<file path="src/design/avr_isa_pkg.sv">
package avr_isa_pkg;

	// Decoded operation
	typedef enum logic [4:0]
	{
		OP_NOP,
		OP_ADD,
		OP_ADC,
		OP_SUB,
		OP_SBC,
		OP_AND,
		OP_OR,
		OP_EOR,
		OP_MOV,
		OP_INC,
		OP_DEC,
		OP_LDI,
		OP_RJMP,
		OP_BRBX,
		OP_IN,
		OP_OUT
	} op_e;

	// Base encodings with all operand fields zero
	localparam logic [15:0] ENC_ADD  = 16'h0C00;
	localparam logic [15:0] ENC_SBC  = 16'h0800;
	localparam logic [15:0] ENC_ADC  = 16'h1C00;
	localparam logic [15:0] ENC_SUB  = 16'h1800;
	localparam logic [15:0] ENC_AND  = 16'h2000;
	localparam logic [15:0] ENC_EOR  = 16'h2400;
	localparam logic [15:0] ENC_OR   = 16'h2800;
	localparam logic [15:0] ENC_MOV  = 16'h2C00;
	localparam logic [15:0] ENC_INC  = 16'h9403;
	localparam logic [15:0] ENC_DEC  = 16'h940A;
	localparam logic [15:0] ENC_IN   = 16'hB000;
	localparam logic [15:0] ENC_OUT  = 16'hB800;
	localparam logic [15:0] ENC_RJMP = 16'hC000;
	localparam logic [15:0] ENC_LDI  = 16'hE000;
	localparam logic [15:0] ENC_BRBS = 16'hF000;
	localparam logic [15:0] ENC_BRBC = 16'hF400;

	// Opcode bits per instruction class
	localparam logic [15:0] MASK_RR  = 16'hFC00; // Two-register ops, BRBS/BRBC
	localparam logic [15:0] MASK_ONE = 16'hFE0F; // INC, DEC
	localparam logic [15:0] MASK_IO  = 16'hF800;
	localparam logic [15:0] MASK_K   = 16'hF000; // LDI, RJMP

	// Operand field positions
	localparam int RD_LSB     = 4;  // Rd at [8:4], LDI uses [7:4]
	localparam int RR_HI      = 9;  // Rr[4], low nibble at [3:0]
	localparam int K_HI_LSB   = 8;  // K[7:4] at [11:8]
	localparam int IO_HI_LSB  = 9;  // A[5:4] at [10:9]
	localparam int BR_OFF_LSB = 3;
	localparam int BR_OFF_W   = 7;
	localparam int JMP_OFF_W  = 12;
	localparam int BR_CLR_BIT = 10; // Set for BRBC

	localparam int SREG_C = 0;
	localparam int SREG_Z = 1;
	localparam int SREG_N = 2;
	localparam int SREG_V = 3;
	localparam int SREG_S = 4;
	localparam int SREG_H = 5;
	localparam int SREG_T = 6;
	localparam int SREG_I = 7;

	localparam logic [5:0] IO_SREG_ADDR = 6'h3F;

endpackage

</file>
<file path="src/design/avr_core_pkg.sv">
package avr_core_pkg;

	localparam int DATA_W    = 8;
	localparam int INSTR_W   = 16;
	localparam int REG_AW    = 5;
	localparam int PC_W      = 10;
	localparam int IO_AW     = 6;
	localparam int ROM_DEPTH = 1 << PC_W;

	typedef struct packed
	{
		avr_isa_pkg::op_e    op;
		logic [REG_AW-1:0]   rd;
		logic [REG_AW-1:0]   rr;
		logic [DATA_W-1:0]   imm8;
		logic [11:0]         offset12; // Branch offset arrives sign-extended
		logic [2:0]          bsel;
		logic                bset;
		logic [IO_AW-1:0]    io_addr;
	} dec_t;

	// Register write request
	typedef struct packed
	{
		logic                en;
		logic [REG_AW-1:0]   addr;
		logic [DATA_W-1:0]   data;
	} wb_t;

	typedef struct packed
	{
		logic                wr;
		logic                rd;
		logic [IO_AW-1:0]    addr;
		logic [DATA_W-1:0]   dout;
	} io_bus_t;

	typedef enum logic [1:0]
	{
		PH_FETCH,
		PH_EXEC,
		PH_IO
	} phase_e;

endpackage

</file>
<file path="src/design/reg_file.sv">
`timescale 1ns/1ps

module reg_file
(
	input  logic                                ALU_CLK,
	input  logic                                hclk,
	input  avr_core_pkg::dec_t                  i_dec,
	input  avr_core_pkg::wb_t                   i_alu_wb,
	input  avr_core_pkg::wb_t                   i_io_wb,
	output logic [avr_core_pkg::DATA_W-1:0]     o_rd_val,
	output logic [avr_core_pkg::DATA_W-1:0]     o_rr_val
);

	logic [avr_core_pkg::DATA_W-1:0] regs [2**avr_core_pkg::REG_AW];
	avr_core_pkg::wb_t               wb;

	// IN data wins, the two never overlap in practice
	assign wb = i_io_wb.en ? i_io_wb : i_alu_wb;

	always_ff @(posedge ALU_CLK or posedge hclk)
	begin
		if (hclk)
		begin
			for (int i = 0; i < 2**avr_core_pkg::REG_AW; i++)
				regs[i] <= '0;
		end
		else if (wb.en)
			regs[wb.addr] <= wb.data;
	end

	assign o_rd_val = regs[i_dec.rd];
	assign o_rr_val = regs[i_dec.rr];

endmodule

</file>
<file path="config.mk">
export PLATFORM = sky130hd
export DESIGN_NAME = reg_file
export DESIGN_NICKNAME = d
export VERILOG_FILES = /design/src/design/avr_isa_pkg.sv /design/src/design/avr_core_pkg.sv /design/src/design/reg_file.sv
export SDC_FILE = /design/constraint.sdc
export NUM_CORES = 1
export LEC_CHECK = 0
export BUFFER_PORTS_ARGS = -buffer_cell sky130_fd_sc_hd__buf_4
export CAP_MARGIN = 15
export CORE_AREA = 3 3 138 207
export CTS_BUF_LIST = sky130_fd_sc_hd__clkbuf_16
export CTS_CLUSTER_DIAMETER = 100
export DETAILED_ROUTE_END_ITERATION = 16
export DIE_AREA = 0 0 141 210
export PLACE_DENSITY = 0.72
export SLEW_MARGIN = 20
export SYNTH_ARGS = -nofsm -noshare
export SYNTH_HDL_FRONTEND = slang
export SYNTH_SLANG_ARGS = --single-unit
</file>
<file path="constraint.sdc">
create_clock -name ALU_CLK -period 8.9 [get_ports ALU_CLK]
set_clock_uncertainty 0.15 [all_clocks]
set_input_delay 0.445 -clock ALU_CLK [delete_from_list [all_inputs] [get_ports ALU_CLK]]
set_output_delay 0.445 -clock ALU_CLK [all_outputs]
set_load 0.005 [all_outputs]
</file>
* Word-level counts from Yosys, hierarchy flattened
Cells that the tools add are included.
Word-level totals: register bits after elaboration 256, bits of input ports 75, output and inout bits 16, logic and storage cells 50
Operators by class: magnitude comparators 4, multiplexer cells 10, bitwise operators 3, reductions and logical operators 1
Operators by type and width (number):
- bitwise mux 256 bit | 1
- binary-select mux 8 bit (select 5 bit) | 2
- demux 8 bit (select 5 bit) | 1
- two-way mux 8 bit | 5
- >= comparator 6 bit, second input constant | 3
- inverter 5 -> 6 bit | 3
- two-way mux 14 bit | 1
- < comparator 6 x 1 -> 1 bit, second input constant | 1
- logical AND 1 bit | 1

* Logic depth before layout (Yosys ltp)
depth after elaboration 7, mapped depth 7, mapped depth without buffers 3

* Worst setup path before layout
No wires, ideal clock.
path type input -> output, start point input port i_dec[37] (netlist bit), end point output port o_rd_val[0] (netlist bit), data arrival time 2.097 ns, data required time 8.305 ns, slack 6.208 ns, stages 6, path buffers 3, path through buf_2 > buf_4 > buf_2 > mux4_2 > mux4_2 > mux2_2
On the way: cells in the longest elaborated chain, start to end 4
RTL lines:
- start: declaration | RTL line reg_file.sv:7 | input avr_core_pkg::dec_t i_dec,
- inverter 5 -> 6 bit (not written as such) | RTL line reg_file.sv:31 | assign o_rd_val = regs[i_dec.rd];
- binary-select mux 8 bit (select 5 bit) | RTL line reg_file.sv:31
- two-way mux 8 bit (not written as such) (2 in a row) | RTL line reg_file.sv:31
- end: declaration | RTL line reg_file.sv:10 | output logic [avr_core_pkg::DATA_W-1:0] o_rd_val,
Every way passes these cells. The select of a mux whose other input is x is not followed.

* Worst setup path after layout
start point input port i_dec[31] (netlist bit), end point output port o_rr_val[3] (netlist bit)
On the way: cells in the longest elaborated chain, start to end 4
RTL lines:
- inverter 5 -> 6 bit (not written as such) | RTL line reg_file.sv:32 | assign o_rr_val = regs[i_dec.rr];
- binary-select mux 8 bit (select 5 bit) | RTL line reg_file.sv:32
- two-way mux 8 bit (not written as such) (2 in a row) | RTL line reg_file.sv:32
- end: declaration | RTL line reg_file.sv:11 | output logic [avr_core_pkg::DATA_W-1:0] o_rr_val
Every way passes these cells. The select of a mux whose other input is x is not followed.

==> flow_summary.yaml <==
sta:
  hold_viol_final: 0
  final.setup.tns_ns: 0
  period_share: 0.437
  slew_headroom: 0.271
  grt_setup_unrepaired: "false"
  setup_viol: 0
  worst_slew_pin_slew_ns: 1.09
  drv_slew: 0
  min_period_ns: 3.89
  fmax_ghz: 0.257
layout:
  final_core_util: 0.586
  synthToLayoutAreaGrowth_pct: 8.34
  stdcell_count: 1206
  reg.largest.list: "regs: 256 flops"
  multi_input_area_um2: 7820
  largest_reg_flops: 256
  num_antenna_cells: 0
  top_register: "regs"
  fin_nets: 922
  fill_cells: 2030
  regArea_um2: 6410
  layout-drive-gt1-share: 0.657
setup_path:
  cp_top_family: "multiplexers"
  cp_max_fo: 42
  worst-path-buf-inv: 3
  cp-startpoint: "i_dec[31]"
  crit_type: "in -> out"
  r2r-start: "regs[40]$_DFFE_PP0P_"
  cpMostUsedCell: "buf_4"
  reg2regPathDepth: 1
  crit_required_ns: 8.31
  rr_endpoint: "regs[40]$_DFFE_PP0P_"
  cp_num_cells: 6
  critical_path_arrival_ns: 3.29
  critical_path.endpoint: "o_rr_val[3]"
  cp_slowest_cell: "buf_4"
  path_cells: "buf_4 > buf_4 > mux4_2 > mux4_2 > mux2_2 > buf_4"
  worst_setup_path_start_kind: "input pin"
  r2r_slack_ns: 7.93
  cp_slowest_stage_delay_ns: 0.80
  endpoint_kind: "output pin"
logic_synthesis:
  ys_warn_count: 0
  synth-edff-count: 0
  async_flop_share: 1.00
  synth_top_area_frac: 0.436
  yosysSeqAreaShare: 0.436
  synth.area.top_cells: "dfrtp_1 (44%), mux4_2 (25%), mux2_2 (20%)"
  syn_avg_cell_area_um2: 17.3
  yosysTopAreaCell: "dfrtp_1"
  synthCells: 848
  syn_area_um2: 14700
  synth.distinct_cells: 31
  synthFlopType: "dfrtp_1"
  syn_nets: 923
  ys_ff_latch: 256
global_route:
  grt_max_degree: 126
  track_usage: 0.257
  grt-ovfl-total: 0
  grt_pass1_wl_um: 56800
  antenna_found_initial: 0
  grt_pass1_vias: 9197
routing:
  vias: 8310
  routed_wl_um: 37300
  dr.pass1.iters: 5
  wire_per_inst_um: 30.9
  drtIter0Drc: 546
  drc: 0
  vias_per_cell: 6.89
  antenna_left: 0
clocking:
  clockBufferDepth: 3
  clkLatencyLatePin_ns: 0.52
  cts_tree: "built"
  root_buffer: "clkbuf_16"
  clock_sinks: 256
  ctsHoldBuffers: 1
  htreeDepth: 1
  postCtsSetupBuffers: 0
  clk_pin_slew_ns: 0.06
  numCtsBuffers: 25
  cts_resized: 0
run:
  cap_violations: 0
floorplanning:
  die-area_um2: 29600
  dieHeight_um: 210
  die_w_um: 141
  rows: 74
  coreArea_um2: 27100
  start_util: 0.541
  io_pins: 91
worst_hold_path:
  hold_path.class: "reg -> reg"
placed_design:
  routabilityCongestion: 0.862
  dp.cells: 1161
  dp_hpwl_um: 23600
  portBuffers: 55
power_and_ir_drop:
  finalPower_w: 0.00390
  p_leak_nw: 6.79
  vdd_drop_max_mv: 0.229
  p_per_area_nw_per_um2: 245
outcome:
  status: "complete, no violations"
## worst min path at each step
stage	from	to	slack, ns	cells past startpoint
5_1_grt	regs[73]$_DFFE_PP0P_	regs[73]$_DFFE_PP0P_	0.39	1
2_1_floorplan	regs[72]$_DFFE_PP0P_	regs[72]$_DFFE_PP0P_	0.32	1
3_5_place_dp	regs[74]$_DFFE_PP0P_	regs[74]$_DFFE_PP0P_	0.36	1
3_3_place_gp	regs[75]$_DFFE_PP0P_	regs[75]$_DFFE_PP0P_	0.33	1
4_1_cts	regs[74]$_DFFE_PP0P_	regs[74]$_DFFE_PP0P_	0.37	1
6_report	regs[74]$_DFFE_PP0P_	regs[74]$_DFFE_PP0P_	0.37	1
## layer usage
metal	wire [µm]	GRT usage	vias up	share of wire
met1	13800	0.315	4533	0.37
met5	0	0	-	0
met3	1880	0.0431	94	0.050
li1	-	-	3413	-
met4	1520	0.0973	0	0.041
met2	20100	0.457	270	0.54
## layout make-up
class | count | share of cell area
clock buffers | 25 | 0.0393
flip-flops and latches | 256 | 0.403
multi-input cells | 502 | 0.491
repair buffers | 61 | 0.0289
clock inverters | 19 | 0.00999
well taps | 342 | 0.0269
inverters | 1 | 0.000708
## cells by family (layout without fill, tap and decap cells)
group | Yosys count | count (layout) | share of synthesized area
flops | 256 | 256 | 0.436
compound gates | 32 | 32 | 0.0469
buf+inv | 90 | 106 | 0.0321
mux | 442 | 442 | 0.465
simple gates | 28 | 28 | 0.0195
## report_power, final
part	internal, W	switching (W)	total [W]
clock network	0.000594	0.000447	0.00104
registers	0.00152	0.000257	0.00177
logic	0.000719	0.000368	0.00109
## Yosys cell counts, types with 2 or more instances
cell	instances
buf_2	17
nand3b_1	2
and3b_1	4
buf_4	14
or3b_1	3
buf_6	5
mux2_2	259
nand4bb_1	2
buf_8	2
nand3b_2	3
o221ai_2	12
nand3_4	2
nor3b_2	3
mux2_4	14
mux2_1	8
nor4bb_1	2
buf_1	14
dfrtp_1	256
mux4_2	160
a221oi_4	19
clkbuf_1	37
## placed cells by master, fill, tap and decap left out, types with 7 or more instances in the layout
cell type,n
buf_4,60
mux4_2,160
mux2_4,14
clkinv_1,7
mux2_2,259
o221ai_2,12
clkbuf_16,25
a221oi_4,19
mux2_1,8
dfrtp_1,256
## metrics by stage
step | hold slack (ns) | setup WS (ns) | cell area [µm²]
after floorplan | 0.320 | 1.26 | 14700
after global placement | 0.331 | 4.99 | 15100
after detailed placement | 0.357 | 4.95 | 15100
after CTS | 0.372 | 4.95 | 15900
after global routing | 0.388 | 4.82 | 15900
final | 0.371 | 5.01 | 15900
Power figures use the tool's default switching activity.
