<file path="config.mk">
export PLATFORM = sky130hd
export DESIGN_NAME = io_port
export DESIGN_NICKNAME = d
export VERILOG_FILES = /design/src/design/avr_isa_pkg.sv /design/src/design/avr_core_pkg.sv /design/src/design/io_port.sv
export SDC_FILE = /design/constraint.sdc
export NUM_CORES = 1
export LEC_CHECK = 0
export BUFFER_PORTS_ARGS = -buffer_cell sky130_fd_sc_hd__buf_2
export CORE_ASPECT_RATIO = 2
export CORE_MARGIN = 5
export CORE_UTILIZATION = 38
export DETAILED_ROUTE_END_ITERATION = 10
export GPL_ROUTABILITY_DRIVEN = 0
export PLACE_DENSITY = 0.93
export RECOVER_POWER = 25
export SLEW_MARGIN = 40
export SYNTH_ARGS = -nofsm -noshare
export SYNTH_HDL_FRONTEND = slang
export SYNTH_SLANG_ARGS = --single-unit
</file>
<file path="constraint.sdc">
create_clock -name ALU_CLK -period 2.1 [get_ports ALU_CLK]
set_input_delay 0.105 -clock ALU_CLK [delete_from_list [all_inputs] [get_ports ALU_CLK]]
set_output_delay 0.105 -clock ALU_CLK [all_outputs]
set_load 0.01 [all_outputs]
</file>
<file path="src/design/avr_isa_pkg.sv">
package avr_isa_pkg;

	// Decoded operation
	typedef enum logic [4:0]
	{
		OP_NOP,
		OP_ADD,
		OP_ADC,
		OP_SUB,
		OP_SBC,
		OP_AND,
		OP_OR,
		OP_EOR,
		OP_MOV,
		OP_INC,
		OP_DEC,
		OP_LDI,
		OP_RJMP,
		OP_BRBX,
		OP_IN,
		OP_OUT
	} op_e;

	// Base encodings with all operand fields zero
	localparam logic [15:0] ENC_ADD  = 16'h0C00;
	localparam logic [15:0] ENC_SBC  = 16'h0800;
	localparam logic [15:0] ENC_ADC  = 16'h1C00;
	localparam logic [15:0] ENC_SUB  = 16'h1800;
	localparam logic [15:0] ENC_AND  = 16'h2000;
	localparam logic [15:0] ENC_EOR  = 16'h2400;
	localparam logic [15:0] ENC_OR   = 16'h2800;
	localparam logic [15:0] ENC_MOV  = 16'h2C00;
	localparam logic [15:0] ENC_INC  = 16'h9403;
	localparam logic [15:0] ENC_DEC  = 16'h940A;
	localparam logic [15:0] ENC_IN   = 16'hB000;
	localparam logic [15:0] ENC_OUT  = 16'hB800;
	localparam logic [15:0] ENC_RJMP = 16'hC000;
	localparam logic [15:0] ENC_LDI  = 16'hE000;
	localparam logic [15:0] ENC_BRBS = 16'hF000;
	localparam logic [15:0] ENC_BRBC = 16'hF400;

	// Opcode bits per instruction class
	localparam logic [15:0] MASK_RR  = 16'hFC00; // Two-register ops, BRBS/BRBC
	localparam logic [15:0] MASK_ONE = 16'hFE0F; // INC, DEC
	localparam logic [15:0] MASK_IO  = 16'hF800;
	localparam logic [15:0] MASK_K   = 16'hF000; // LDI, RJMP

	// Operand field positions
	localparam int RD_LSB     = 4;  // Rd at [8:4], LDI uses [7:4]
	localparam int RR_HI      = 9;  // Rr[4], low nibble at [3:0]
	localparam int K_HI_LSB   = 8;  // K[7:4] at [11:8]
	localparam int IO_HI_LSB  = 9;  // A[5:4] at [10:9]
	localparam int BR_OFF_LSB = 3;
	localparam int BR_OFF_W   = 7;
	localparam int JMP_OFF_W  = 12;
	localparam int BR_CLR_BIT = 10; // Set for BRBC

	localparam int SREG_C = 0;
	localparam int SREG_Z = 1;
	localparam int SREG_N = 2;
	localparam int SREG_V = 3;
	localparam int SREG_S = 4;
	localparam int SREG_H = 5;
	localparam int SREG_T = 6;
	localparam int SREG_I = 7;

	localparam logic [5:0] IO_SREG_ADDR = 6'h3F;

endpackage

</file>
<file path="src/design/avr_core_pkg.sv">
package avr_core_pkg;

	localparam int DATA_W    = 8;
	localparam int INSTR_W   = 16;
	localparam int REG_AW    = 5;
	localparam int PC_W      = 10;
	localparam int IO_AW     = 6;
	localparam int ROM_DEPTH = 1 << PC_W;

	typedef struct packed
	{
		avr_isa_pkg::op_e    op;
		logic [REG_AW-1:0]   rd;
		logic [REG_AW-1:0]   rr;
		logic [DATA_W-1:0]   imm8;
		logic [11:0]         offset12; // Branch offset arrives sign-extended
		logic [2:0]          bsel;
		logic                bset;
		logic [IO_AW-1:0]    io_addr;
	} dec_t;

	// Register write request
	typedef struct packed
	{
		logic                en;
		logic [REG_AW-1:0]   addr;
		logic [DATA_W-1:0]   data;
	} wb_t;

	typedef struct packed
	{
		logic                wr;
		logic                rd;
		logic [IO_AW-1:0]    addr;
		logic [DATA_W-1:0]   dout;
	} io_bus_t;

	typedef enum logic [1:0]
	{
		PH_FETCH,
		PH_EXEC,
		PH_IO
	} phase_e;

endpackage

</file>
<file path="src/design/io_port.sv">
`timescale 1ns/1ps

module io_port
(
	input  logic                                ALU_CLK,
	input  logic                                hclk,
	input  avr_core_pkg::phase_e                i_phase,
	input  avr_core_pkg::dec_t                  i_dec,
	input  logic [avr_core_pkg::DATA_W-1:0]     i_rd_val,
	input  logic [avr_core_pkg::DATA_W-1:0]     i_io_din,
	output avr_core_pkg::io_bus_t               o_io,
	output avr_core_pkg::wb_t                   o_wb
);

	avr_core_pkg::io_bus_t              io_q;
	logic [avr_core_pkg::REG_AW-1:0]    dest_q; // IN target register

	always_ff @(posedge ALU_CLK or posedge hclk)
	begin
		if (hclk)
		begin
			io_q   <= '0;
			dest_q <= '0;
		end
		else
		begin
			io_q.wr <= 1'b0;
			io_q.rd <= 1'b0;
			if (i_phase == avr_core_pkg::PH_EXEC)
			begin
				if (i_dec.op == avr_isa_pkg::OP_OUT &&
					i_dec.io_addr != avr_isa_pkg::IO_SREG_ADDR)
				begin
					io_q.wr   <= 1'b1;
					io_q.addr <= i_dec.io_addr;
					io_q.dout <= i_rd_val;
				end
				if (i_dec.op == avr_isa_pkg::OP_IN)
				begin
					io_q.rd   <= 1'b1; // High through PH_IO
					io_q.addr <= i_dec.io_addr;
					dest_q    <= i_dec.rd;
				end
			end
		end
	end

	assign o_io = io_q;

	assign o_wb.en   = io_q.rd;
	assign o_wb.addr = dest_q;
	assign o_wb.data = i_io_din;

endmodule

</file>
### Word level (Yosys, flattened, before mapping)

Cells that the tools add are included.

| storage, ports and cells | value |
|---|---|
| input port bits | 65 |
| logic and storage cells | 18 |
| register bits | 21 |
| output and inout port bits | 30 |

| operators by class | value |
|---|---|
| equal/unequal tests | 4 |
| reductions and logical operators | 5 |
| multiplexer cells | 4 |

Operators by type and width:

| operator | count |
|---|---|
| 2-to-1 mux 16 bit | 1 |
| 2-to-1 mux 14 bit | 1 |
| equality test 5 x 4 -> 1 bit, second input constant | 2 |
| 2-to-1 mux 7 bit | 1 |
| != test 6 bit, second input constant | 1 |
| AND reduction 2 bit | 3 |
| equality test 2 x 1 -> 1 bit, second input constant | 1 |
| nonzero test 2 bit | 1 |
| logical AND 1 bit | 1 |
| 2-to-1 mux 1 bit | 1 |

### Longest topological paths before layout

| logic depth | value |
|---|---|
| depth in word-level cells | 5 |
| gate-level depth with buffers | 4 |
| depth with buffers taken out | 3 |

### Least setup slack after synthesis

Ideal clock, no wire load.

| timing path | value |
|---|---|
| path type | input to register |
| from | input i_dec[3] in the netlist's numbering |
| to | register io_q, in the netlist o_io[0] |
| required time | 1975 ps |
| setup slack | 884 ps |
| cell stages on the path | 4 |
| buffers on the path | 1 |
| arrival time | 1091 ps |
| library setup time | 125 ps |
| path through | and4_1 a311o_1 buf_6 mux2_4 |

| on the way | value |
|---|---|
| cells in the longest elaborated chain, start to end | 3 |

RTL lines:

| what | line | RTL |
|---|---|---|
| start, declared | io_port.sv:8 | `input avr_core_pkg::dec_t i_dec,` |
| != test 6 bit | io_port.sv:32 | `i_dec.io_addr != avr_isa_pkg::IO_SREG_ADDR)` |
| logical AND 1 bit | io_port.sv:31 | `if (i_dec.op == avr_isa_pkg::OP_OUT &&` |
| AND reduction 2 bit (no line) | - |  |
| end, declared | io_port.sv:15 | `avr_core_pkg::io_bus_t io_q;` |

Every way passes these cells.
A chain may end at the register's enable or synchronous reset.

### Worst setup path after layout

| timing path | value |
|---|---|
| from | input i_dec[44] in the netlist's numbering |
| to | register dest_q[4] in the netlist's numbering |

| on the way | value |
|---|---|
| cells in the longest elaborated chain, start to end | 2 |

RTL lines:

| what | line | RTL |
|---|---|---|
| equality test 5 x 4 -> 1 bit | io_port.sv:38 | `if (i_dec.op == avr_isa_pkg::OP_IN)` |
| AND reduction 2 bit (no line) | - |  |
| end signal, assigned | io_port.sv:42 | `dest_q <= i_dec.rd;` |
| end, declared | io_port.sv:16 | `logic [avr_core_pkg::REG_AW-1:0] dest_q;` |

Every way passes these cells.

==> results.sh <==
export IMPL_postSynthRegisterBits=21
export IMPL_hold_viol_final=0
export IMPL_dieArea_um2=3790
export IMPL_ir_worst_vdd_mv=0.502
export IMPL_async_reset_ff_share_pct=100
export IMPL_swShare_pct=25.4
export IMPL_cts_reportedPaths_clkPinSlew_ps=70
export IMPL_syn_area_um2=992
export IMPL_first_pass_iters=2
export IMPL_worstMarginPinSlew_ps=746
export IMPL_setup_viol=0
export IMPL_synthTopCellsByCount="dfrtp_1, buf_4, inv_1, mux2_4"
export IMPL_power_frac_clock_pct=26.0
export IMPL_grt_pass1_vias=780
export IMPL_clockBufferDepth=2
export IMPL_finalNonFillerCells=145
export IMPL_synth_top_area_share_pct=53.0
export IMPL_cts_root_buf="clkbuf_8"
export IMPL_whs_ps=82.1
export IMPL_via_count=689
export IMPL_std_cell_rows=26
export IMPL_numCtsBuffers=3
export IMPL_p_leak_nw=0.707
export IMPL_drc=0
export IMPL_viasPerCell=4.75
export IMPL_max_cap_viol_count=0
export IMPL_holdPathEnd="o_io[0]$_DFFE_PP0P_"
export IMPL_dp_cells=140
export IMPL_boundaryPins=95
export IMPL_critPathArrivalTime_ps=1410
export IMPL_crit_chain="buf_2 > nand4b_4 > nor3_1 > mux2_2"
export IMPL_wire_per_inst_um=13.9
export IMPL_run_status="finished, final reports clean"
export IMPL_finalClockSkew_ps=0
export IMPL_diodes=0
export IMPL_worst_path_max_fanout=6
export IMPL_fp_coreArea_um2=2540
export IMPL_cts_tree="built"
export IMPL_yosys_warnings=0
export IMPL_yosysSeqAreaShare_pct=53.0
export IMPL_post_cts_buffers=0
export IMPL_p_per_area_nw_per_um2=768
export IMPL_critPathKind="input pin to flip-flop"
export IMPL_yosysTopAreaCell="dfrtp_1"
export IMPL_grt_max_degree=22
export IMPL_grt_overflow=0
export IMPL_grt_pass1_wl_mm=3.16
export IMPL_fin_crit_ps=1270
export IMPL_r2r_end="dest_q[3]$_DFFE_PP0P_"
export IMPL_hold_path_class="input pin to flip-flop"
export IMPL_ctsResizeCount=0
export IMPL_nets=183
export IMPL_p_switching_uw=241
export IMPL_cp_slowest_cell="nor3_1"
export IMPL_die_h_um=82.3
export IMPL_endpoint_kind="flip-flop"
export IMPL_hold_buffers=0
export IMPL_synth_edf_count=0
export IMPL_clock_latency_ps=250
export IMPL_min_from="i_rd_val[0]"
export IMPL_io_buffer_count=49
export IMPL_syn_avg_cell_area_um2=13.4
export IMPL_synth_area_leaders="dfrtp_1, mux2_4, buf_4, mux2i_1, mux2_2"
export IMPL_yosysMostFrequentCell="dfrtp_1"
export IMPL_ant_nets=0
export IMPL_antenna_found_initial=0
export IMPL_r2r_cells=1
export IMPL_critPathBufInv=1
export IMPL_fin_setup_tns_ps=0
export IMPL_drt_wl_total_mm=2.02
export IMPL_r2r_setup_slack_ps=1330
export IMPL_area_growth_pct=25.0
export IMPL_die_w_um=46.1
export IMPL_p_comb_share_pct=22.0
export IMPL_htreeDepth=1
export IMPL_postSynthCellCount=74
export IMPL_drive_above_1_share_pct=57.3
export IMPL_relSlewSlack_pct=50.2
export IMPL_clock_sinks=21
export IMPL_synth_distinct_cells=18
export IMPL_first_iter_violations=7
export IMPL_fin_crit_sh_pct=60.7
export IMPL_fmax_mhz=785
export IMPL_rr_startpoint="dest_q[3]$_DFFE_PP0P_"
export IMPL_track_usage_pct=11.0
export IMPL_critical_path_top_delay_family="simple AND/OR/NAND/NOR gates"
export IMPL_internal_power_uw=710
export IMPL_start_kind="input pin"
export IMPL_maxSlewViolCount=0
export IMPL_max_stage_delay_ps=610
export IMPL_synth_ff_type="dfrtp_1"
export IMPL_cp_required_ps=2230
export IMPL_p_seq_share_pct=52.0
export IMPL_start_util_pct=39.1
export IMPL_whs_path_depth=2
export IMPL_synth_nets=139
export IMPL_rsz0062_at_grt="no"
[metrics by stage]
stage / instance area (µm²) / setup WS [ps] / total power, mW / util (%)
floorplan: 992 / 884 / 0.624 / -
global placement: 1190 / 618 / 0.703 / 46.9
detailed placement: 1190 / 596 / 0.716 / 46.9
CTS: 1230 / 872 / 0.969 / 48.7
global route: 1240 / 738 / 1.00 / 48.9
finish: 1240 / 826 / 0.952 / 48.9
[cell usage in the layout, fill, tap and decap left out]
master / count
buf_2: 49
dfrtp_1: 21
inv_1: 8
mux2_4: 8
nand2_1: 6
mux2i_1: 6
mux2_2: 5
clkbuf_8: 3
and4_1: 1
nand4b_4: 1
nand3b_1: 1
a311o_1: 1
and4b_1: 1
and3_1: 1
nand2b_1: 1
a211oi_2: 1
nor3_1: 1
clkbuf_1: 1
dlygate4sd3_1: 1
[state kept, by name, summed over array words and instances, names as in the netlist]
register  flops
o_io         16
dest_q        5
[final cells by class]
| class | count | area, µm² |
|---|---|---|
| Clock buffer | 4 | 45.0 |
| Inverter | 8 | 30.0 |
| Timing Repair Buffer | 50 | 255 |
| Sequential cell | 21 | 526 |
| Multi-Input combinational cell | 34 | 349 |
| Tap cell | 28 | 35.0 |
| Fill cell | 232 | 1300 |
[layer usage]
metal	part of all wire [%]	GRT usage, %
met5	0	0
met4	0.40	3.42
met3	9.0	1.52
met2	55	21.8
met1	35	10.7
[cell families after synthesis]
group,Yosys count,synth area share (%)
multiplexers,19,23.8
AND/OR/NAND/NOR,13,9.58
AO/OA/AOI/OAI,2,2.27
buffers and inverters,19,11.3
flip-flops,21,53.0
[worst max path at each step]
| stage | start | to | slack, ps | depth (start not counted) |
|---|---|---|---|---|
| 2_1_floorplan | i_dec[3] | o_io[0]$_DFFE_PP0P_ | 880 | 4 |
| 3_3_place_gp | i_dec[3] | o_io[7]$_DFFE_PP0P_ | 620 | 4 |
| 3_5_place_dp | i_dec[3] | o_io[6]$_DFFE_PP0P_ | 600 | 4 |
| 4_1_cts | i_dec[3] | o_io[6]$_DFFE_PP0P_ | 870 | 4 |
| 5_1_grt | i_dec[44] | dest_q[1]$_DFFE_PP0P_ | 740 | 4 |
| 6_report | i_dec[44] | dest_q[4]$_DFFE_PP0P_ | 830 | 4 |
[power groups by stage]
stage / sequential [mW] / combinational (mW) / clock, mW
2_1_floorplan: 0.531 / 0.0928 / 0
3_3_place_gp: 0.497 / 0.206 / 0
3_5_place_dp: 0.501 / 0.215 / 0
4_1_cts: 0.495 / 0.214 / 0.260
5_1_grt: 0.502 / 0.230 / 0.270
6_report: 0.495 / 0.210 / 0.247
Power figures use the tool's default switching activity.
