`src/design/avr_isa_pkg.sv`:
```
package avr_isa_pkg;

	// Decoded operation
	typedef enum logic [4:0]
	{
		OP_NOP,
		OP_ADD,
		OP_ADC,
		OP_SUB,
		OP_SBC,
		OP_AND,
		OP_OR,
		OP_EOR,
		OP_MOV,
		OP_INC,
		OP_DEC,
		OP_LDI,
		OP_RJMP,
		OP_BRBX,
		OP_IN,
		OP_OUT
	} op_e;

	// Base encodings with all operand fields zero
	localparam logic [15:0] ENC_ADD  = 16'h0C00;
	localparam logic [15:0] ENC_SBC  = 16'h0800;
	localparam logic [15:0] ENC_ADC  = 16'h1C00;
	localparam logic [15:0] ENC_SUB  = 16'h1800;
	localparam logic [15:0] ENC_AND  = 16'h2000;
	localparam logic [15:0] ENC_EOR  = 16'h2400;
	localparam logic [15:0] ENC_OR   = 16'h2800;
	localparam logic [15:0] ENC_MOV  = 16'h2C00;
	localparam logic [15:0] ENC_INC  = 16'h9403;
	localparam logic [15:0] ENC_DEC  = 16'h940A;
	localparam logic [15:0] ENC_IN   = 16'hB000;
	localparam logic [15:0] ENC_OUT  = 16'hB800;
	localparam logic [15:0] ENC_RJMP = 16'hC000;
	localparam logic [15:0] ENC_LDI  = 16'hE000;
	localparam logic [15:0] ENC_BRBS = 16'hF000;
	localparam logic [15:0] ENC_BRBC = 16'hF400;

	// Opcode bits per instruction class
	localparam logic [15:0] MASK_RR  = 16'hFC00; // Two-register ops, BRBS/BRBC
	localparam logic [15:0] MASK_ONE = 16'hFE0F; // INC, DEC
	localparam logic [15:0] MASK_IO  = 16'hF800;
	localparam logic [15:0] MASK_K   = 16'hF000; // LDI, RJMP

	// Operand field positions
	localparam int RD_LSB     = 4;  // Rd at [8:4], LDI uses [7:4]
	localparam int RR_HI      = 9;  // Rr[4], low nibble at [3:0]
	localparam int K_HI_LSB   = 8;  // K[7:4] at [11:8]
	localparam int IO_HI_LSB  = 9;  // A[5:4] at [10:9]
	localparam int BR_OFF_LSB = 3;
	localparam int BR_OFF_W   = 7;
	localparam int JMP_OFF_W  = 12;
	localparam int BR_CLR_BIT = 10; // Set for BRBC

	localparam int SREG_C = 0;
	localparam int SREG_Z = 1;
	localparam int SREG_N = 2;
	localparam int SREG_V = 3;
	localparam int SREG_S = 4;
	localparam int SREG_H = 5;
	localparam int SREG_T = 6;
	localparam int SREG_I = 7;

	localparam logic [5:0] IO_SREG_ADDR = 6'h3F;

endpackage

```
`src/design/avr_core_pkg.sv`:
```
package avr_core_pkg;

	localparam int DATA_W    = 8;
	localparam int INSTR_W   = 16;
	localparam int REG_AW    = 5;
	localparam int PC_W      = 10;
	localparam int IO_AW     = 6;
	localparam int ROM_DEPTH = 1 << PC_W;

	typedef struct packed
	{
		avr_isa_pkg::op_e    op;
		logic [REG_AW-1:0]   rd;
		logic [REG_AW-1:0]   rr;
		logic [DATA_W-1:0]   imm8;
		logic [11:0]         offset12; // Branch offset arrives sign-extended
		logic [2:0]          bsel;
		logic                bset;
		logic [IO_AW-1:0]    io_addr;
	} dec_t;

	// Register write request
	typedef struct packed
	{
		logic                en;
		logic [REG_AW-1:0]   addr;
		logic [DATA_W-1:0]   data;
	} wb_t;

	typedef struct packed
	{
		logic                wr;
		logic                rd;
		logic [IO_AW-1:0]    addr;
		logic [DATA_W-1:0]   dout;
	} io_bus_t;

	typedef enum logic [1:0]
	{
		PH_FETCH,
		PH_EXEC,
		PH_IO
	} phase_e;

endpackage

```
`src/design/instr_decode.sv`:
```
`timescale 1ns/1ps

module instr_decode
(
	input  logic [avr_core_pkg::INSTR_W-1:0]    i_instr,
	output avr_core_pkg::dec_t                  o_dec
);

	logic [avr_core_pkg::INSTR_W-1:0] rr_cls;
	logic [avr_core_pkg::INSTR_W-1:0] one_cls;
	logic [avr_core_pkg::INSTR_W-1:0] io_cls;
	logic [avr_core_pkg::INSTR_W-1:0] k_cls;
	avr_isa_pkg::op_e                 op;

	assign rr_cls  = i_instr & avr_isa_pkg::MASK_RR;
	assign one_cls = i_instr & avr_isa_pkg::MASK_ONE;
	assign io_cls  = i_instr & avr_isa_pkg::MASK_IO;
	assign k_cls   = i_instr & avr_isa_pkg::MASK_K;

	always_comb
	begin
		op = avr_isa_pkg::OP_NOP;
		case (i_instr[15:12])
			4'h0:
			begin
				if (rr_cls == avr_isa_pkg::ENC_ADD) op = avr_isa_pkg::OP_ADD;
				if (rr_cls == avr_isa_pkg::ENC_SBC) op = avr_isa_pkg::OP_SBC;
			end
			4'h1:
			begin
				if (rr_cls == avr_isa_pkg::ENC_ADC) op = avr_isa_pkg::OP_ADC;
				if (rr_cls == avr_isa_pkg::ENC_SUB) op = avr_isa_pkg::OP_SUB;
			end
			4'h2:
			begin
				if (rr_cls == avr_isa_pkg::ENC_AND) op = avr_isa_pkg::OP_AND;
				if (rr_cls == avr_isa_pkg::ENC_EOR) op = avr_isa_pkg::OP_EOR;
				if (rr_cls == avr_isa_pkg::ENC_OR)  op = avr_isa_pkg::OP_OR;
				if (rr_cls == avr_isa_pkg::ENC_MOV) op = avr_isa_pkg::OP_MOV;
			end
			4'h9:
			begin
				if (one_cls == avr_isa_pkg::ENC_INC) op = avr_isa_pkg::OP_INC;
				if (one_cls == avr_isa_pkg::ENC_DEC) op = avr_isa_pkg::OP_DEC;
			end
			4'hB:
			begin
				if (io_cls == avr_isa_pkg::ENC_IN)  op = avr_isa_pkg::OP_IN;
				if (io_cls == avr_isa_pkg::ENC_OUT) op = avr_isa_pkg::OP_OUT;
			end
			4'hC: if (k_cls == avr_isa_pkg::ENC_RJMP) op = avr_isa_pkg::OP_RJMP;
			4'hE: if (k_cls == avr_isa_pkg::ENC_LDI) op = avr_isa_pkg::OP_LDI;
			4'hF:
			begin
				if (rr_cls == avr_isa_pkg::ENC_BRBS || rr_cls == avr_isa_pkg::ENC_BRBC)
					op = avr_isa_pkg::OP_BRBX;
			end
			default: op = avr_isa_pkg::OP_NOP;
		endcase
	end

	always_comb
	begin
		o_dec.op = op;
		if (op == avr_isa_pkg::OP_LDI)
			o_dec.rd = {1'b1, i_instr[avr_isa_pkg::RD_LSB +: 4]}; // r16..r31
		else
			o_dec.rd = i_instr[avr_isa_pkg::RD_LSB +: avr_core_pkg::REG_AW];
		o_dec.rr   = {i_instr[avr_isa_pkg::RR_HI], i_instr[3:0]};
		o_dec.imm8 = {i_instr[avr_isa_pkg::K_HI_LSB +: 4], i_instr[3:0]};
		if (op == avr_isa_pkg::OP_BRBX)
			o_dec.offset12 = {
				{(avr_isa_pkg::JMP_OFF_W - avr_isa_pkg::BR_OFF_W)
					{i_instr[avr_isa_pkg::BR_OFF_LSB + avr_isa_pkg::BR_OFF_W - 1]}},
				i_instr[avr_isa_pkg::BR_OFF_LSB +: avr_isa_pkg::BR_OFF_W]};
		else
			o_dec.offset12 = i_instr[avr_isa_pkg::JMP_OFF_W-1:0];
		o_dec.bsel    = i_instr[2:0];
		o_dec.bset    = ~i_instr[avr_isa_pkg::BR_CLR_BIT]; // BRBS when clear
		o_dec.io_addr = {i_instr[avr_isa_pkg::IO_HI_LSB +: 2], i_instr[3:0]};
	end

endmodule

```
`config.mk`:
```
export PLATFORM = sky130hd
export DESIGN_NAME = instr_decode
export DESIGN_NICKNAME = d
export VERILOG_FILES = /design/src/design/avr_isa_pkg.sv /design/src/design/avr_core_pkg.sv /design/src/design/instr_decode.sv
export SDC_FILE = /design/constraint.sdc
export NUM_CORES = 1
export LEC_CHECK = 0
export BUFFER_PORTS_ARGS = -buffer_cell sky130_fd_sc_hd__buf_2
export CAP_MARGIN = 20
export CORE_UTILIZATION = 35
export DETAILED_ROUTE_END_ITERATION = 8
export PLACE_DENSITY_LB_ADDON = 0.25
export SLEW_MARGIN = 20
export SYNTH_ARGS = -nofsm -noshare
export SYNTH_HDL_FRONTEND = slang
export SYNTH_SLANG_ARGS = --single-unit
```
`constraint.sdc`:
```
create_clock -name vclk -period 2.4
set_input_delay 0.12 -clock vclk [all_inputs]
set_output_delay 0.12 -clock vclk [all_outputs]
set_load 0.02 [all_outputs]
```
---- Word-level counts from Yosys, hierarchy flattened ----
Cells that the tools add are included.
storage, ports and cells
  flip-flop bits (word level) ............. 0
  output and inout port bits .............. 45
cells by class
  eq/ne operators ......................... 23
  mux-type cells .......................... 16
  bitwise operators ....................... 1
  reductions and logical operators ........ 2
operators by type and width
  kind                  count
  $pmux 5 s8            1
  $mux 5                7
  $eq 6x4->1 const B    4
  $eq 11x11->1 const B  2
  $eq 4x4->1 const B    5
  $eq 6x2->1 const B    2
  $eq 6x3->1 const B    2
  $eq 6x6->1 const B    2
  $mux 12               1
  $mux 4                3
  $eq 5x4->1 const B    2
  $eq 5x5->1 const B    2
  $mux 3                2
  $eq 4x1->1 const B    1
  $eq 4x2->1 const B    1
  $logic_not 4->1       1
  $mux 2                1
  $logic_or 1x1->1      1
  $mux 1                1
  $not 1->1             1

---- Longest topological paths before layout ----
Gate-level depths: netlist of run 1.
  depth in word-level cells ............... 8
  mapped depth ............................ 5
  gate-level depth less buffers ........... 4

---- Worst setup path after synthesis of run 1 ----
No wires, ideal clock.
  path type ............................... input port to output port
  start point ............................. in i_instr[14] (netlist name)
  end point ............................... out o_dec[43] (netlist name)
  data arrival time ....................... 1.321 ns
  data required time ...................... 2.280 ns
  path slack .............................. 0.959 ns
  stages .................................. 5
  cell sequence ........................... buf_6 > nor2_1 > nand4_1 > or4b_4 > o221ai_1
RTL lines
  item                line               source
  start: declaration  instr_decode.sv:5  input logic [avr_core_pkg::INSTR_W-1:0] i_instr,
  end: declaration    instr_decode.sv:6  output avr_core_pkg::dec_t o_dec

==> results of run 1 <==
how the worst max path moves through the flow:
stage               depth (start not counted)        end         from
detailed placement                          6  o_dec[43]  i_instr[13]
CTS                                         6  o_dec[43]  i_instr[13]
global route                                6  o_dec[43]  i_instr[13]
global placement                            6  o_dec[40]  i_instr[13]
finish                                      6  o_dec[43]  i_instr[13]
floorplan                                   5  o_dec[43]  i_instr[14]
cell families (layout without fill, tap and decap cells):
kind of cell	after synthesis	in the layout	share of synthesized area (%)
buffers and inverters	38	65	43.6
other	1	1	0.595
AOI/OAI and AO/OA	18	18	19.6
muxes	6	6	10.7
xor gates and xnor gates	1	1	1.39
and+or+nand+nor	24	24	24.0
synth_stat cells, drive strengths merged:
library cell	n	area, um^2
buf	34	260
o21ai	9	45.0
mux2	6	67.6
nand2	5	18.8
inv	4	15.0
o221ai	3	38.8
a21oi	2	10.0
a31oi	2	12.5
nand2b	2	12.5
nand4	2	12.5
nor2	2	7.51
nor3b	2	15.0
nor4	2	12.5
or2b	2	16.3
and2	1	7.51
and2b	1	7.51
conb	1	3.75
nand3	1	5.00
nor3	1	5.00
nor4b	1	8.76
o21a	1	7.51
o32a	1	10.0
or3b	1	8.76
or4b	1	13.8
xnor2	1	8.76
layout make-up:
type | instances | area (um^2)
Inverter | 4 | 15.0
Timing Repair Buffer | 61 | 308
Fill cell | 169 | 886
Multi-Input combinational cell | 50 | 355
Tap cell | 24 | 30.0
per-layer routing:
metal,global-route usage [%],routed length (um),vias to the layer above
li1,-,-,331
met1,22.4,701,284
met2,18.2,665,39
met3,0.408,111,0
met4,0,0,0
met5,0,0,-
where the power goes:
part | internal [mW] | switching (mW)
combinational | 0.0588 | 0.108
clock | 0 | 0
sequential | 0 | 0
stage by stage:
stage / hold WS, ns / cells
floorplan: 0.330 / 88
global placement: 0.483 / 139
detailed placement: 0.487 / 139
CTS: 0.488 / 139
global route: 0.507 / 139
finish: 0.485 / 139
==> results.cfg, run 1 <==
[global_route]
grt_pass1_wl_um = 2010
grt_max_degree = 16
grt_pass1_vias = 419
gr-usage-all-layers_pct = 13.0
antenna_found_initial = 0
gr-total-overflow = 0

[drt]
wire_per_inst_um = 10.6
drc = 0
ant_nets = 0
drt-initial-drc-count = 22
via_per_inst = 4.71
dr.pass1.iters = 4
wl_um = 1480
vias = 654

[timing]
maxClockFrequency_mhz = 630
finalSetupViolations = 0
period_share_pct = 66.2
fin_crit_ns = 1.59
finalHoldViolations = 0
slew_violations = 0
setup_ws_ns = 0.812
finalSetupTns_ns = 0
rsz0062_at_grt = no

[run]
cap_violations = 0

[finish]
final_cell_mix = buf_2, o21ai_0, mux2_2
seq_cells = 0
postLayoutCellArea_um2 = 708
drive_gt1_share_pct = 63.5
clkbuf_count = 0
diodes = 0
regArea_um2 = 0
final_common_cell = buf_2
final_net_count = 133
syn2layout_area_growth_pct = 12.3
post-route-util_pct = 44.4

[floorplan]
ios = 61
fp.dieW_um = 44.4
die_area_um2 = 1980
core_um2 = 1590
fp-row-count = 14
start_util_pct = 39.6
fp.dieH_um = 44.4

[placed_design]
io_buffers = 60
place_ws_ns = 0.815
place_area_um2 = 708
place_hpwl_um = 1200
gp_congestion = 0.756

[run_status]
status = finished, final reports clean

[power]
power_mw = 0.167
irDropWorstVdd_uv = 95.1
leakagePower_nw = 0.368
power_density_nw_per_um2 = 236

[worst_hold_path]
min_from = i_instr[6]
min_path_cells = 2
min_to = o_dec[37]
hold_class = in2out

[synth]
syn-cell-area_um2 = 631
synth.avg_cell_area_um2 = 7.17
synth_sequential_area_ratio_pct = 0
synthesis.yosys.warnings = 0
ys_types = 29
synth_cells = 88
synth.net_count = 104

[setup_path]
cp_common_cell = buf_2
crit_path_end_kind = output port
crit_arrival_ns = 1.47
crit_slowest_cell = or4b_4
critPathBufInv = 2
cp_max_fo = 12
path_cells = buf_2, and2b_1, nand4_1, or4b_4, o221ai_1, buf_2
cp-start-kind = primary input
cp_top_family = simple AND/OR/NAND/NOR gates
crit_required_ns = 2.28
slowest_delay_ns = 0.52
crit_type = in2out

[clock_tree]
ctsResizeCount = 0
postCtsSetupRepairBufs = 0
holdBufCountCts = 0
Note: power is estimated with default switching activity, not from simulation.
==> run 2: changes to the inputs <==
- clock period: 2.4 -> 1.45 ns (I/O delays scaled with it)
==> results.cfg, run 2 (synthesis gave the netlist of run 1 again) <==
[run_status]
status = finished, final reports clean

[setup_path]
crit_arrival_ns = 1.34
crit_required_ns = 1.38
cp_max_fo = 3
crit_path_end_kind = output port
cp-start-kind = primary input
crit_type = in2out

[global_route]
grt_pass1_vias = 526
gr-usage-all-layers_pct = 13.8
grt_pass1_wl_um = 2190
antenna_found_initial = 0
grt_max_degree = 12
gr-total-overflow = 0

[floorplan]
start_util_pct = 39.6
fp.dieW_um = 44.4
core_um2 = 1590
ios = 61
fp.dieH_um = 44.4
fp-row-count = 14
die_area_um2 = 1980

[drt]
drc = 0
drt-initial-drc-count = 16
via_per_inst = 4.84
ant_nets = 0
vias = 716
dr.pass1.iters = 4
wire_per_inst_um = 10.3
wl_um = 1520

[power]
leakagePower_nw = 0.416
power_mw = 0.303
power_density_nw_per_um2 = 379
irDropWorstVdd_uv = 144

[finish]
final_cell_mix = buf_2, buf_4, o21ai_0
final_common_cell = buf_2
layout.cells.non_filler = 148
seq_cells = 0
syn2layout_area_growth_pct = 26.8
diodes = 0
final_net_count = 142
drive_gt1_share_pct = 66.9
postLayoutCellArea_um2 = 800
regArea_um2 = 0
clkbuf_count = 0

[clock_tree]
holdBufCountCts = 0

[timing]
fin_crit_ns = 1.41
maxClockFrequency_mhz = 709
finalHoldViolations = 0
rsz0062_at_grt = yes
finalSetupTns_ns = 0
slew_violations = 0
finalSetupViolations = 0
period_share_pct = 97.3

[placed_design]
gp_congestion = 0.840
io_buffers = 60
place_area_um2 = 768
place.detailed.instances = 147
place_hpwl_um = 1270

[run]
cap_violations = 0

[worst_hold_path]
hold_class = in2out
min_path_cells = 2
## run 2: stage by stage
| stage | setup slack (ns) | utilization [%] | hold WS [ns] |
|---|---|---|---|
| 2_1_floorplan | 0.104 | - | 0.235 |
| 3_3_place_gp | 0.0339 | 48.2 | 0.388 |
| 3_5_place_dp | 0.00220 | 48.2 | 0.392 |
| 4_1_cts | 0.00331 | 48.6 | 0.392 |
| 5_1_grt | -0.0280 | 50.2 | 0.402 |
| 6_report | 0.0390 | 50.2 | 0.389 |
## run 2: layout make-up
class	instances	area, um^2
inverters	4	15.0
repair buffers	70	393
well taps	24	30.0
fillers	164	795
multi-input cells	50	362
## run 2: worst paths after layout
| path | start | endpoint | slack, ns |
|---|---|---|---|
| worst max-delay path | i_instr[13] | o_dec[40] | 0.04 |
| worst min-delay path | i_instr[4] | o_dec[35] | 0.39 |
## run 2: worst max-delay path: stages
cell	delay [ns]
buf_8	0.10
and2b_1	0.19
nand4_1	0.09
or4b_4	0.53
o221ai_2	0.19
buf_4	0.16
## run 2: power breakdown
| group | total [mW] | switching (mW) | internal, mW |
|---|---|---|---|
| clock | 0 | 0 | 0 |
| sequential | 0 | 0 | 0 |
| combinational | 0.303 | 0.183 | 0.120 |
| total | 0.303 | 0.183 | 0.120 |
## run 2: routing by layer
| metal | wire (um) | GRT usage, % | vias up | share of wire, % |
|---|---|---|---|---|
| met2 | 770 | 26.5 | 46 | 51 |
| met1 | 614 | 17.8 | 317 | 40 |
| met4 | 0 | 0 | 0 | 0 |
| met5 | 0 | 0 | - | 0 |
| met3 | 135 | 0.816 | 0 | 8.9 |
| li1 | - | - | 353 | - |
## run 2: timing repair
item                                    in CTS  in global routing
resized for setup                            1                  6
buffers inserted                             0                  1
pin swaps                                    0                  1
endpoints found under the setup margin       1                  3
gates cloned                                 0                  0
hold endpoints to repair                     0                  0
